==> config.mk <==
export PLATFORM = sky130hd
export DESIGN_NAME = commit_top
export DESIGN_NICKNAME = d
export VERILOG_FILES = /design/src/verilog/commit_cfg_pkg.sv /design/src/verilog/commit_types_pkg.sv /design/src/verilog/slot_classify.sv /design/src/verilog/commit_ctrl.sv /design/src/verilog/branch_resolve.sv /design/src/verilog/commit_top.sv
export SDC_FILE = /design/constraint.sdc
export NUM_CORES = 1
export LEC_CHECK = 0
export ABC_AREA = 1
export BUFFER_PORTS_ARGS = -buffer_cell sky130_fd_sc_hd__buf_2
export CAP_MARGIN = 20
export CORE_AREA = 2 2 371 373
export DETAILED_ROUTE_END_ITERATION = 12
export DIE_AREA = 0 0 373 375
export PLACE_DENSITY = 0.31
export SETUP_SLACK_MARGIN = 0.15
export SLEW_MARGIN = 20
export SYNTH_ARGS = -nofsm -noshare
export SYNTH_HDL_FRONTEND = slang
export SYNTH_SLANG_ARGS = --single-unit
==> constraint.sdc <==
create_clock -name clk -period 8.6 [get_ports clk]
set_clock_uncertainty 0.15 [all_clocks]
set_input_delay 1.72 -clock clk [delete_from_list [all_inputs] [get_ports clk]]
set_output_delay 1.72 -clock clk [all_outputs]
set_load 0.03 [all_outputs]
==> src/verilog/commit_cfg_pkg.sv <==
// Sizes of the commit stage
// All widths are fixed at compile time and shared by every RTL file
// PC values count 32-bit words, so a PC of PC_W bits covers a 32-bit byte space
// CW must stay equal to 2**P_COMMIT_WIDTH; nothing checks this
// Opcode zero is reserved: it marks an entry that needs no long operation

package commit_cfg_pkg;

   // Commit width as log2, so pop counts fit in P_COMMIT_WIDTH+1 bits
   localparam int P_COMMIT_WIDTH = 2;

   // Number of ROB slots presented per cycle
   localparam int CW = 4;

   // Word address width of the program counter
   localparam int PC_W = 30;

   // Operand and result width
   localparam int DW = 32;

   // Physical register file address width
   localparam int PRF_AW = 6;

   // Long-operation opcode width, memory and system ops share one space
   localparam int OPC_W = 4;

endpackage

==> src/verilog/commit_types_pkg.sv <==
// Bundled signals of the commit stage
// Field widths follow the commit configuration package
// Field order inside the structs is part of the testbench vector format,
// so reordering fields changes the stimulus file layout
// Slot 0 of slot_vec_t sits in the low bits

package commit_types_pkg;

   // Prediction carried through the pipeline with each branch
   typedef struct packed {
      logic                              taken;
      logic [commit_cfg_pkg::PC_W-1:0]   tgt;
   } bpu_upd_t;

   // One completed reorder-buffer entry
   typedef struct packed {
      logic                              valid;
      logic [commit_cfg_pkg::PC_W-1:0]   pc;
      logic [commit_cfg_pkg::OPC_W-1:0]  opc;    // Zero when no long op
      logic [commit_cfg_pkg::DW-1:0]     opa;
      logic [commit_cfg_pkg::DW-1:0]     opb;
      logic                              is_bcc;
      logic                              is_brel;
      logic                              is_breg;
      logic                              fls;    // Mispredict or self flush
      logic [commit_cfg_pkg::PC_W-1:0]   fls_tgt;
      logic [commit_cfg_pkg::PRF_AW-1:0] prd;
      logic                              prd_we;
      bpu_upd_t                          upd;
   } commit_slot_t;

   typedef commit_slot_t [commit_cfg_pkg::CW-1:0] slot_vec_t;

   typedef struct packed {
      logic                              valid;
      logic [commit_cfg_pkg::OPC_W-1:0]  opc;
      logic [commit_cfg_pkg::DW-1:0]     opa;
      logic [commit_cfg_pkg::DW-1:0]     opb;
   } lu_req_t;

   typedef struct packed {
      logic                              valid;
      logic [commit_cfg_pkg::DW-1:0]     data;
   } lu_done_t;

   typedef struct packed {
      logic                              we;
      logic [commit_cfg_pkg::PRF_AW-1:0] addr;
      logic [commit_cfg_pkg::DW-1:0]     data;
   } prf_wr_t;

   // Branch predictor training record
   typedef struct packed {
      logic                              valid;
      logic                              is_bcc;
      logic                              is_brel;
      logic                              is_breg;
      logic                              taken;
      logic [commit_cfg_pkg::PC_W-1:0]   pc;
      logic [commit_cfg_pkg::PC_W-1:0]   npc_act;
      bpu_upd_t                          upd;
   } bpu_wb_t;

endpackage

==> src/verilog/slot_classify.sv <==
// Slot decode and in-order retire mask
// Purely combinational, one cycle of logic from the ROB outputs
// A special entry (long op, flush or branch) may only retire from slot 0,
// and a special slot 0 retires alone
// Invalid slots still take part in the mask; only ready_mask drops them

`timescale 1ns/1ps

module slot_classify
(
   input  commit_types_pkg::slot_vec_t   slots,
   output logic [commit_cfg_pkg::CW-1:0] long_req,
   output logic [commit_cfg_pkg::CW-1:0] single_fu,
   output logic [commit_cfg_pkg::CW-1:0] ready_mask
);
   import commit_cfg_pkg::*;

   logic [CW-1:0] slot_valid;
   logic [CW-1:0] is_branch;
   logic [CW-1:0] cmt_mask;

   always_comb
   begin
      for (int j = 0; j < CW; j++)
      begin
         slot_valid[j] = slots[j].valid;
         long_req[j]   = |slots[j].opc;             // Memory or system op
         is_branch[j]  = slots[j].is_bcc | slots[j].is_brel | slots[j].is_breg;
      end
   end

   // Anything that must see the commit stage on its own
   assign single_fu = long_req | is_branch | get_fls(slots);

   always_comb
   begin
      cmt_mask[0] = 1'b1;                           // Head always eligible
      cmt_mask[1] = ~single_fu[0] & ~single_fu[1];
      for (int j = 2; j < CW; j++)
      begin
         cmt_mask[j] = cmt_mask[j-1] & ~single_fu[j];  // Stop at first special
      end
   end

   assign ready_mask = slot_valid & cmt_mask;

   function automatic logic [CW-1:0] get_fls(input commit_types_pkg::slot_vec_t s);
      logic [CW-1:0] v;
      for (int j = 0; j < CW; j++)
      begin
         v[j] = s[j].fls;
      end
      return v;
   endfunction

endmodule

==> src/verilog/commit_ctrl.sv <==
// Commit control: long-operation handshake, fire vector and writeback
// The long unit gets a one-cycle request and answers with a one-cycle done
// pulse at least one cycle later; a done without a pending request is ignored
// The ROB must hold slot 0 stable while the request is pending
// Only slot 0 can own a long operation, so writeback always targets slot 0's prd

`timescale 1ns/1ps

module commit_ctrl
(
   input  logic                                    clk,
   input  logic                                    rst,
   input  commit_types_pkg::slot_vec_t             slots,
   input  logic [commit_cfg_pkg::CW-1:0]           long_req,
   input  logic [commit_cfg_pkg::CW-1:0]           single_fu,
   input  logic [commit_cfg_pkg::CW-1:0]           ready_mask,
   input  logic                                    flush,
   input  commit_types_pkg::lu_done_t              lu_done,
   output logic [commit_cfg_pkg::CW-1:0]           fire,
   output logic [commit_cfg_pkg::P_COMMIT_WIDTH:0] pop_size,
   output commit_types_pkg::lu_req_t               lu_req,
   output commit_types_pkg::prf_wr_t               prf_wr
);
   import commit_cfg_pkg::*;

   logic lu_pending;       // FSM state, low is idle
   logic lu_pending_nxt;
   logic long_op;
   logic cmt_ce;

   assign long_op = ready_mask[0] & long_req[0];   // Head needs the long unit

   // Hold the whole group until the long unit answers
   assign cmt_ce = ~long_op | lu_done.valid;

   assign fire = ready_mask & {CW{cmt_ce & ~flush}};

   always_comb
   begin
      lu_pending_nxt = lu_pending;
      case (lu_pending)
         1'b0:
            if (long_op)
               lu_pending_nxt = 1'b1;
         1'b1:
            if (lu_done.valid)
               lu_pending_nxt = 1'b0;
         default:
            lu_pending_nxt = 1'b0;
      endcase
   end

   always_ff @(posedge clk)
   begin
      if (rst)
         lu_pending <= 1'b0;
      else
         lu_pending <= lu_pending_nxt;
   end

   // Request goes out once, on the idle to pending edge
   always_comb
   begin
      lu_req.valid = ~lu_pending & long_op;
      lu_req.opc   = slots[0].opc;
      lu_req.opa   = slots[0].opa;    // Address or system operand
      lu_req.opb   = slots[0].opb;    // Store data
   end

   always_comb
   begin
      pop_size = '0;
      for (int i = 0; i < CW; i++)
      begin
         pop_size = pop_size + {{P_COMMIT_WIDTH{1'b0}}, fire[i]};
      end
   end

   // fire[0] already carries the flush kill
   always_comb
   begin
      prf_wr.we   = lu_pending & lu_done.valid & fire[0] & slots[0].prd_we;
      prf_wr.addr = slots[0].prd;
      prf_wr.data = lu_done.data;
   end

   // Request leaves idle and is never repeated while pending
   a_req_from_idle : assert property (@(posedge clk) disable iff (rst)
      lu_req.valid |=> !lu_req.valid);

   // Nothing pops or writes back during the self flush
   a_no_fire_in_flush : assert property (@(posedge clk) disable iff (rst)
      flush |-> (pop_size == '0 && !prf_wr.we));

   // Special entries never retire behind another slot
   a_special_at_head : assert property (@(posedge clk) disable iff (rst)
      (fire[CW-1:1] & single_fu[CW-1:1]) == '0);

endmodule

==> src/verilog/branch_resolve.sv <==
// Self flush and branch predictor update for slot 0
// The flush is registered, so the redirect leaves one cycle after slot 0 fires
// Only slot 0 can carry fls or a branch, so the later slots are not looked at
// With fls clear the target register holds pc+1, which is never used as
// a redirect here but keeps the next sequential PC at hand

`timescale 1ns/1ps

module branch_resolve
(
   input  logic                            clk,
   input  logic                            rst,
   input  commit_types_pkg::commit_slot_t  slot0,
   input  logic                            fire0,
   output logic                            flush,
   output logic [commit_cfg_pkg::PC_W-1:0] flush_tgt,
   output commit_types_pkg::bpu_wb_t       bpu_wb
);
   import commit_cfg_pkg::*;

   logic            se_fls_nxt;
   logic [PC_W-1:0] se_tgt_nxt;
   logic [PC_W-1:0] npc_0;
   logic            se_fls_q;
   logic [PC_W-1:0] se_tgt_q;
   logic            is_branch;

   assign npc_0 = slot0.pc + 1'b1;                 // Word addressed PC

   // Drop the request while a flush is out so the pulse stays one cycle
   assign se_fls_nxt = slot0.fls & ~se_fls_q;
   assign se_tgt_nxt = slot0.fls ? slot0.fls_tgt : npc_0;

   always_ff @(posedge clk)
   begin
      if (rst)
         se_fls_q <= 1'b0;
      else if (fire0 | se_fls_q)
         se_fls_q <= se_fls_nxt;
   end

   always_ff @(posedge clk)
   begin
      if (fire0)
         se_tgt_q <= se_tgt_nxt;
   end

   assign flush     = se_fls_q;
   assign flush_tgt = se_tgt_q;

   assign is_branch = slot0.is_bcc | slot0.is_brel | slot0.is_breg;

   // A set fls on a branch means the prediction was wrong
   always_comb
   begin
      bpu_wb.valid   = fire0 & is_branch;
      bpu_wb.is_bcc  = slot0.is_bcc;
      bpu_wb.is_brel = slot0.is_brel;
      bpu_wb.is_breg = slot0.is_breg;
      bpu_wb.taken   = slot0.upd.taken ^ slot0.fls;
      bpu_wb.pc      = slot0.pc;
      bpu_wb.npc_act = slot0.fls ? slot0.fls_tgt : slot0.upd.tgt;
      bpu_wb.upd     = slot0.upd;
   end

   // The flushed group cannot fire, so no back-to-back flush
   a_flush_one_cycle : assert property (@(posedge clk) disable iff (rst)
      flush |=> !flush);

endmodule

==> src/verilog/commit_top.sv <==
// Commit stage top level
// Takes up to CW completed ROB entries per cycle and retires them in order
// fire and pop_size are combinational from slots; the ROB pops on them
// in the same cycle and keeps every entry that did not fire
// The long unit is external and must follow the request/done pulse protocol
// flush redirects the front end one cycle after a flushing slot 0 retires

`timescale 1ns/1ps

module commit_top
(
   input  logic                                    clk,
   input  logic                                    rst,
   input  commit_types_pkg::slot_vec_t             slots,
   input  commit_types_pkg::lu_done_t              lu_done,
   output logic [commit_cfg_pkg::CW-1:0]           fire,
   output logic [commit_cfg_pkg::P_COMMIT_WIDTH:0] pop_size,
   output commit_types_pkg::lu_req_t               lu_req,
   output commit_types_pkg::prf_wr_t               prf_wr,
   output logic                                    flush,
   output logic [commit_cfg_pkg::PC_W-1:0]         flush_tgt,
   output commit_types_pkg::bpu_wb_t               bpu_wb
);
   import commit_cfg_pkg::*;

   logic [CW-1:0] long_req;
   logic [CW-1:0] single_fu;
   logic [CW-1:0] ready_mask;

   slot_classify u_classify (
      .slots      (slots),
      .long_req   (long_req),
      .single_fu  (single_fu),
      .ready_mask (ready_mask)
   );

   commit_ctrl u_ctrl (
      .clk        (clk),
      .rst        (rst),
      .slots      (slots),
      .long_req   (long_req),
      .single_fu  (single_fu),
      .ready_mask (ready_mask),
      .flush      (flush),
      .lu_done    (lu_done),
      .fire       (fire),
      .pop_size   (pop_size),
      .lu_req     (lu_req),
      .prf_wr     (prf_wr)
   );

   branch_resolve u_branch (
      .clk        (clk),
      .rst        (rst),
      .slot0      (slots[0]),
      .fire0      (fire[0]),
      .flush      (flush),
      .flush_tgt  (flush_tgt),
      .bpu_wb     (bpu_wb)
   );

endmodule

==> out/qor_table.md, run 1 <==
| Quantity | This run | Unit |
| --- | --- | --- |
| Grt total ovfl | 0 | - |
| Synthesis warning total | 0 | - |
| Min Tclk post-route | 5868 | ps |
| Global-route wire length before repair | 45.32 | mm |
| Remaining antenna violation count after routing | 0 | - |
| Proportion of synthesized flip-flops having asynchronous set or reset | 0 | % |
| Post-DR wirelength/cell | 14.70 | um |
| Most instantiated library cell after synthesis | sky130_fd_sc_hd__nand2_1 | - |
| Number of storage elements in the synthesis netlist | 32 | - |
| Final cell count without fillers | 2506 | - |
| Gates resized, CTS repair | 0 | - |
| Result of the run | finished clean | - |
| Library cells used by synthesis | 27 | - |
| Endpoint arrival time on the critical path | 4000 | ps |
| Sequential fraction of design power | 26.7 | % |
| Vias | 4117 | - |
| Floorplan die area | 0.1399 | mm2 |
| Setup TNS | 0 | ps |
| Cell breakdown of the critical path | buf_2 > nor3_1 > nand3b_1 > nor2_1 > nand2_1 > nor2_1 > ha_1 > inv_1 > fa_1 > inv_1 > ha_1 > buf_2 | - |
| Crit path required time | 6730 | ps |
| Via density per instance | 1.643 | - |
| Total setup buffers inserted after CTS | 0 | - |
| Area Growth Syn to Fin | 61.23 | % |
| Switching power total | 0.3104 | mW |
| Setup ws final | 2732 | ps |
| Final Wtd Congestion | 0.6672 | - |
| Total number of placement rows | 136 | - |
| Number of buffers created by CTS | 5 | - |
| Critical path startpoint category | input port | - |
| Die Wd | 373 | um |
| Post-route DRC | 0 | - |
| Clk buf depth | 2 | - |
| Portion of synthesized cell area occupied by the leading cell type | 31.87 | % |
| Crit path capture type | output port | - |
| Worst-Margin Slew | 724.2 | ps |
| Fraction of the core area covered by cells at the end of the flow | 4.764 | % |
| Leakage component of the power | 2.529 | nW |
| Total GRT Usage | 5.207 | % |
| Initial antenna violation count | 23 | - |
| Switching share of power | 44.38 | % |
| Slowest stage cell, crit path | sky130_fd_sc_hd__fa_1 | - |
| Gate count of the mapped netlist | 611 | - |
| # Max-Cap Violations | 0 | - |
| CTS sink cnt | 32 | - |
| R2R Path Start | u_branch.flush | - |
| Critical Path Fanout Max | 13 | - |
| Insertion delay to the later sink of the worst-skew pair | 340 | ps |
| Boundary Pins | 961 | - |
| Critical Path Max Stage Delay | 350 | ps |
| Share of total power in combinational logic | 36.3 | % |
| Count of flip-flops with a built-in enable after synthesis | 30 | - |
| IO buf count | 270 | - |
| Worst slack at placement | 2587 | ps |
| Vias in the first global route | 4161 | - |
| Worst hold path startpoint | u_ctrl.lu_pending | - |
| Layout cell share with drive strength beyond 1 | 43.40 | % |
| Clk pwr share | 36.9 | % |
| Final Max Slew Viols | 0 | - |
| DP HPWL | 33.17 | mm |
| Maximum number of pins on one net before global-route repair | 32 | - |
| Count of routing violations after the opening detailed-route iteration | 148 | - |
| CTS tree | yes | - |
| Tightest slew margin relative to the limit | 51.21 | % |
| 1st-pass router iterations | 4 | - |
| Final setup violation count | 0 | - |
| Post-layout nets | 1434 | - |
| Starting density of the core | 2.955 | % |
| Cell count after placement | 2498 | - |
| Count of H-tree levels built during CTS | 2 | - |
| Number of failing hold endpoints at the final stage | 0 | - |
| Unrepaired setup endpoints after global routing | no | - |
| Class of the tightest hold or removal check | register to register | - |
| Antenna Cells | 0 | - |
| Crit. Startpoint | slots[68] | - |
| Class of the most critical setup path | input port to output port | - |
| Core Region | 0.1363 | mm2 |
| Main synth FF type | sky130_fd_sc_hd__edfxtp_1 | - |
| Net count after synthesis | 1334 | - |
| Clock transition at the registers of the reported paths | 70 | ps |
| PwrDens | 107.7 | mW/mm2 |
| Ranking of synthesized cells by instance count | sky130_fd_sc_hd__nand2_1 (217), sky130_fd_sc_hd__buf_4 (171), sky130_fd_sc_hd__nor2_1 (51) | - |
| Share of the cycle needed by the critical path after routing | 68.23 | % |
| WL final | 36.83 | mm |
| Maximum ir drop on the vdd rail | 69.01 | uV |
| Library cell used as clock root buffer | sky130_fd_sc_hd__clkbuf_16 | - |
| Die Height | 375 | um |
| Internal power component | 0.3889 | mW |
| Biggest area contributors in the synthesized netlist | sky130_fd_sc_hd__buf_4 (32%), sky130_fd_sc_hd__edfxtp_1 (22%), sky130_fd_sc_hd__nand2_1 (20%), sky130_fd_sc_hd__nor2_1 (4.8%), sky130_fd_sc_hd__inv_1 (3.7%) | - |
| Seq/Total Area, Yosys | 23.36 | % |
| Leading area contributor after synthesis | sky130_fd_sc_hd__buf_4 | - |
| Cell area after technology mapping | 0.004028 | mm2 |
| Max Clk Rate | 170.4 | MHz |
| Average size of a mapped cell | 6.592 | um2 |
| Fill cell instance count of the final layout | 16244 | - |
| Quantity of hold-fixing buffers added after cts | 0 | - |
cell usage in the layout (no fill, tap or decap), types with 6 or more instances in the layout:
| cell | instances |
|---|---|
| sky130_fd_sc_hd__nand3_1 | 27 |
| sky130_fd_sc_hd__edfxtp_1 | 30 |
| sky130_fd_sc_hd__xor2_1 | 6 |
| sky130_fd_sc_hd__buf_2 | 270 |
| sky130_fd_sc_hd__nor2_1 | 51 |
| sky130_fd_sc_hd__o21ai_0 | 11 |
| sky130_fd_sc_hd__inv_1 | 39 |
| sky130_fd_sc_hd__nor3_1 | 6 |
| sky130_fd_sc_hd__nand2_2 | 7 |
| sky130_fd_sc_hd__nand2_1 | 217 |
| sky130_fd_sc_hd__nor2_4 | 8 |
worst paths after layout:
check | endpoint | slack [ps] | cells past startpoint
max | pop_size[1] | 2730 | 12
min | u_ctrl.lu_pending | 340 | 2
max reg2reg | u_branch.flush_tgt[27] | 6680 | 6
min reg2reg | u_ctrl.lu_pending | 340 | 2
per-stage QoR:
step	hold WS, ps	instance area, um2	power [mW]
CTS	346.8	6494	0.7361
floorplan	301.2	4028	0.4359
global placement	323.4	6322	0.4550
detailed placement	335.1	6322	0.4549
finish	341.7	6494	0.6993
global route	378.1	6494	0.7478
cell type report:
cell class | instances | area (um2) | area share (%)
Clock inverter | 3 | 46.29 | 0.7129
Multi-Input combinational cell | 356 | 1598 | 24.60
Timing Repair Buffer | 274 | 1381 | 21.27
Inverter | 42 | 157.7 | 2.428
Clock buffer | 5 | 125.1 | 1.927
Sequential cell | 32 | 940.9 | 14.49
Tap cell | 1794 | 2245 | 34.57
state kept, by name (all words and copies together) (netlist names):
name	count
u_ctrl.lu_pending	1
u_branch.flush	1
u_branch.flush_tgt	30
power by group through the flow:
stage / registers (mW) / logic, mW / clock network, mW
2_1_floorplan: 0.211 / 0.225 / 0
3_3_place_gp: 0.190 / 0.265 / 0
3_5_place_dp: 0.191 / 0.264 / 0
4_1_cts: 0.187 / 0.265 / 0.284
5_1_grt: 0.188 / 0.277 / 0.283
6_report: 0.187 / 0.254 / 0.258
worst max-delay path: cells and delay by family:
| kind | cells | cell delay [ps] |
|---|---|---|
| and+or+nand+nor | 5 | 870 |
| adders and majority gates | 3 | 750 |
| buffers and inverters | 4 | 630 |
cell families (layout without fill, tap and decap cells):
| logic type | Yosys count | count (layout) | share of synthesized area [%] |
|---|---|---|---|
| AO/OA/AOI/OAI | 17 | 17 | 2.112 |
| XOR/XNOR | 8 | 8 | 1.740 |
| adder cells (fa/ha/maj) | 4 | 4 | 1.429 |
| buffers and inverters | 223 | 324 | 36.97 |
| flip-flops | 32 | 32 | 23.36 |
| AND/OR/NAND/NOR | 327 | 327 | 34.39 |
per-layer routing:
layer	wire, um	GRT usage [%]	vias up
met3	4575	2.907	115
met1	14320	5.573	1714
li1	-	-	1915
met2	16300	8.433	369
met5	21	0	-
met4	1621	2.163	4
No activity file was read; power rests on OpenSTA's default activity.
==> inputs of run 2 (changes only) <==
==> constraint.sdc (replaced) <==
create_clock -name clk -period 5.3 [get_ports clk]
set_clock_uncertainty 0.15 [all_clocks]
set_input_delay 1.06 -clock clk [delete_from_list [all_inputs] [get_ports clk]]
set_output_delay 1.06 -clock clk [all_outputs]
set_load 0.03 [all_outputs]
==> out/qor_table.md, run 2 (synthesized netlist as in run 1, its figures left out) <==
| Quantity | This run | Unit | Change |
| --- | --- | --- | --- |
| Cell count after placement | 2502 | - | +0.16% |
| Vias in the first global route | 4113 | - | -1.2% |
| Final Wtd Congestion | 0.6655 | - | -0.25% |
| Area Growth Syn to Fin | 61.91 | % |  |
| Critical Path Fanout Max | 2 | - | -11 |
| 1st-pass router iterations | 6 | - | +2 |
| DP HPWL | 33.40 | mm | +0.69% |
| Crit path required time | 4090 | ps | -2640 ps |
| # Max-Cap Violations | 0 | - | unchanged |
| Library cell used as clock root buffer | sky130_fd_sc_hd__clkbuf_16 | - |  |
| Unrepaired setup endpoints after global routing | no | - |  |
| Placed instance area | 0.006365 | mm2 | +0.67% |
| PwrDens | 165.5 | mW/mm2 | +54% |
| IO buf count | 270 | - | unchanged |
| Floorplan die area | 0.1399 | mm2 | unchanged |
| Post-DR wirelength/cell | 14.63 | um | -0.49% |
| Endpoint arrival time on the critical path | 3160 | ps | -840 ps |
| Insertion delay to the later sink of the worst-skew pair | 340 | ps | about the same |
| Initial antenna violation count | 19 | - | -17% |
| Core Region | 0.1363 | mm2 | unchanged |
| Layout Cell Area excl Fill | 0.006521 | mm2 | +0.42% |
| Die Wd | 373 | um | unchanged |
| Critical path startpoint category | input port | - |  |
| Count of H-tree levels built during CTS | 2 | - | unchanged |
| Clk buf depth | 2 | - | unchanged |
| Boundary Pins | 961 | - | unchanged |
| Fill cell instance count of the final layout | 16229 | - | -0.092% |
| Remaining antenna violation count after routing | 0 | - | unchanged |
| Setup TNS | 0 | ps | unchanged |
| CTS sink cnt | 32 | - | unchanged |
| Most frequent standard cell in the layout excluding fill and tap cells | sky130_fd_sc_hd__buf_2 | - |  |
| Final setup violation count | 0 | - | unchanged |
| WL final | 36.76 | mm | -0.21% |
| Total setup buffers inserted after CTS | 0 | - | unchanged |
| Starting density of the core | 2.955 | % | unchanged |
| Die Height | 375 | um | unchanged |
| Gates resized, CTS repair | 0 | - | unchanged |
| R2R cell count | 6 | - | unchanged |
| Maximum number of pins on one net before global-route repair | 42 | - | +31% |
| Post-layout nets | 1438 | - | +0.28% |
| Vias | 4186 | - | +1.7% |
| CTS tree | yes | - |  |
| Final cell count without fillers | 2513 | - | +0.28% |
| Class of the tightest hold or removal check | register to register | - |  |
| Min Tclk post-route | 4375 | ps |  |
| Quantity of hold-fixing buffers added after cts | 0 | - | unchanged |
| Final Max Slew Viols | 0 | - | unchanged |
| Global-route wire length before repair | 45.06 | mm | -0.56% |
| Crit path capture type | output port | - |  |
| Grt total ovfl | 0 | - | unchanged |
| Leakage component of the power | 2.539 | nW | +0.41% |
| Commonest non-fill, non-tap cells in the layout | sky130_fd_sc_hd__buf_2 (270), sky130_fd_sc_hd__nand2_1 (217), sky130_fd_sc_hd__nor2_1 (51) | - |  |
| Layout cell share with drive strength beyond 1 | 43.72 | % | +0.32 points |
| Number of buffers created by CTS | 5 | - | unchanged |
| Total GRT Usage | 5.190 | % | -0.017 points |
| Class of the most critical setup path | input port to output port | - |  |
| Number of flip-flops in the largest register | 30 | - | unchanged |
| Count of routing violations after the opening detailed-route iteration | 143 | - | -3.4% |
| Max Clk Rate | 228.6 | MHz |  |
| Result of the run | finished clean | - |  |
| Clock transition at the registers of the reported paths | 70 | ps | about the same |
| Maximum ir drop on the vdd rail | 119.8 | uV | +74% |
| Number of failing hold endpoints at the final stage | 0 | - | unchanged |
| Worst-Margin Slew | 651.2 | ps | -73.02 ps |
| Tightest slew margin relative to the limit | 56.59 | % | +5.4 points |
| Worst hold stages | 2 | - | unchanged |
| Share of the cycle needed by the critical path after routing | 82.54 | % |  |
| Via density per instance | 1.666 | - | +1.4% |
| Total number of placement rows | 136 | - | unchanged |
| Post-route DRC | 0 | - | unchanged |
-- run 2: worst paths after layout --
check	from	end	slack, ps
worst min register to register	u_ctrl.lu_pending	u_ctrl.lu_pending	330
worst max register to register	u_branch.flush	u_branch.flush_tgt[27]	3360
worst min-delay path	u_ctrl.lu_pending	u_ctrl.lu_pending	330
worst max-delay path	slots[241]	pop_size[1]	930
-- run 2: power breakdown --
group / leakage, nW / internal, mW / switching [mW]
Clock: 0.0660 / 0.177 / 0.185
Combinational: 2.17 / 0.109 / 0.305
Sequential: 0.305 / 0.299 / 0.00441
Total: 2.54 / 0.585 / 0.494
-- run 2: layout make-up --
cell class              instances  area [um2]  area share [%]
inverters                      42       157.7           2.417
clock buffers                   5       125.1           1.919
repair buffers                278        1424           21.83
clock inverters                 3       23.77          0.3645
flip-flops and latches         32       940.9           14.43
multi-input cells             356        1598           24.50
well taps                    1794        2245           34.42
diodes                          3       7.507          0.1151
-- run 2: metal layers --
layer	vias to the layer above	GRT usage [%]	routed length (um)
li1	1932	-	-
met1	1792	5.726	14750
met2	351	8.404	16330
met3	109	2.701	4215
met4	2	2.017	1449
met5	-	0	13
-- run 2: critical path, stage by stage --
cell and delay [ps]:
sky130_fd_sc_hd__buf_2 90, sky130_fd_sc_hd__or2_2 280, sky130_fd_sc_hd__nor2_1 110, sky130_fd_sc_hd__nand3_1 90
sky130_fd_sc_hd__nor2_1 130, sky130_fd_sc_hd__nand2_1 70, sky130_fd_sc_hd__nor2_1 260, sky130_fd_sc_hd__ha_1 190
sky130_fd_sc_hd__inv_1 40, sky130_fd_sc_hd__fa_1 350, sky130_fd_sc_hd__inv_1 60, sky130_fd_sc_hd__ha_1 220
sky130_fd_sc_hd__buf_2 200
-- run 2: stage by stage --
step / util (%) / hold WS (ps) / setup slack, ps / power [mW]
2_1_floorplan: - / 301.2 / 894.2 / 0.7074
3_3_place_gp: 4.670 / 323.1 / 851.2 / 0.7418
3_5_place_dp: 4.670 / 325.9 / 878.2 / 0.7416
4_1_cts: 4.779 / 337.1 / 865.3 / 1.148
5_1_grt: 4.779 / 386.9 / 678.3 / 1.168
6_report: 4.784 / 329.7 / 925.2 / 1.079
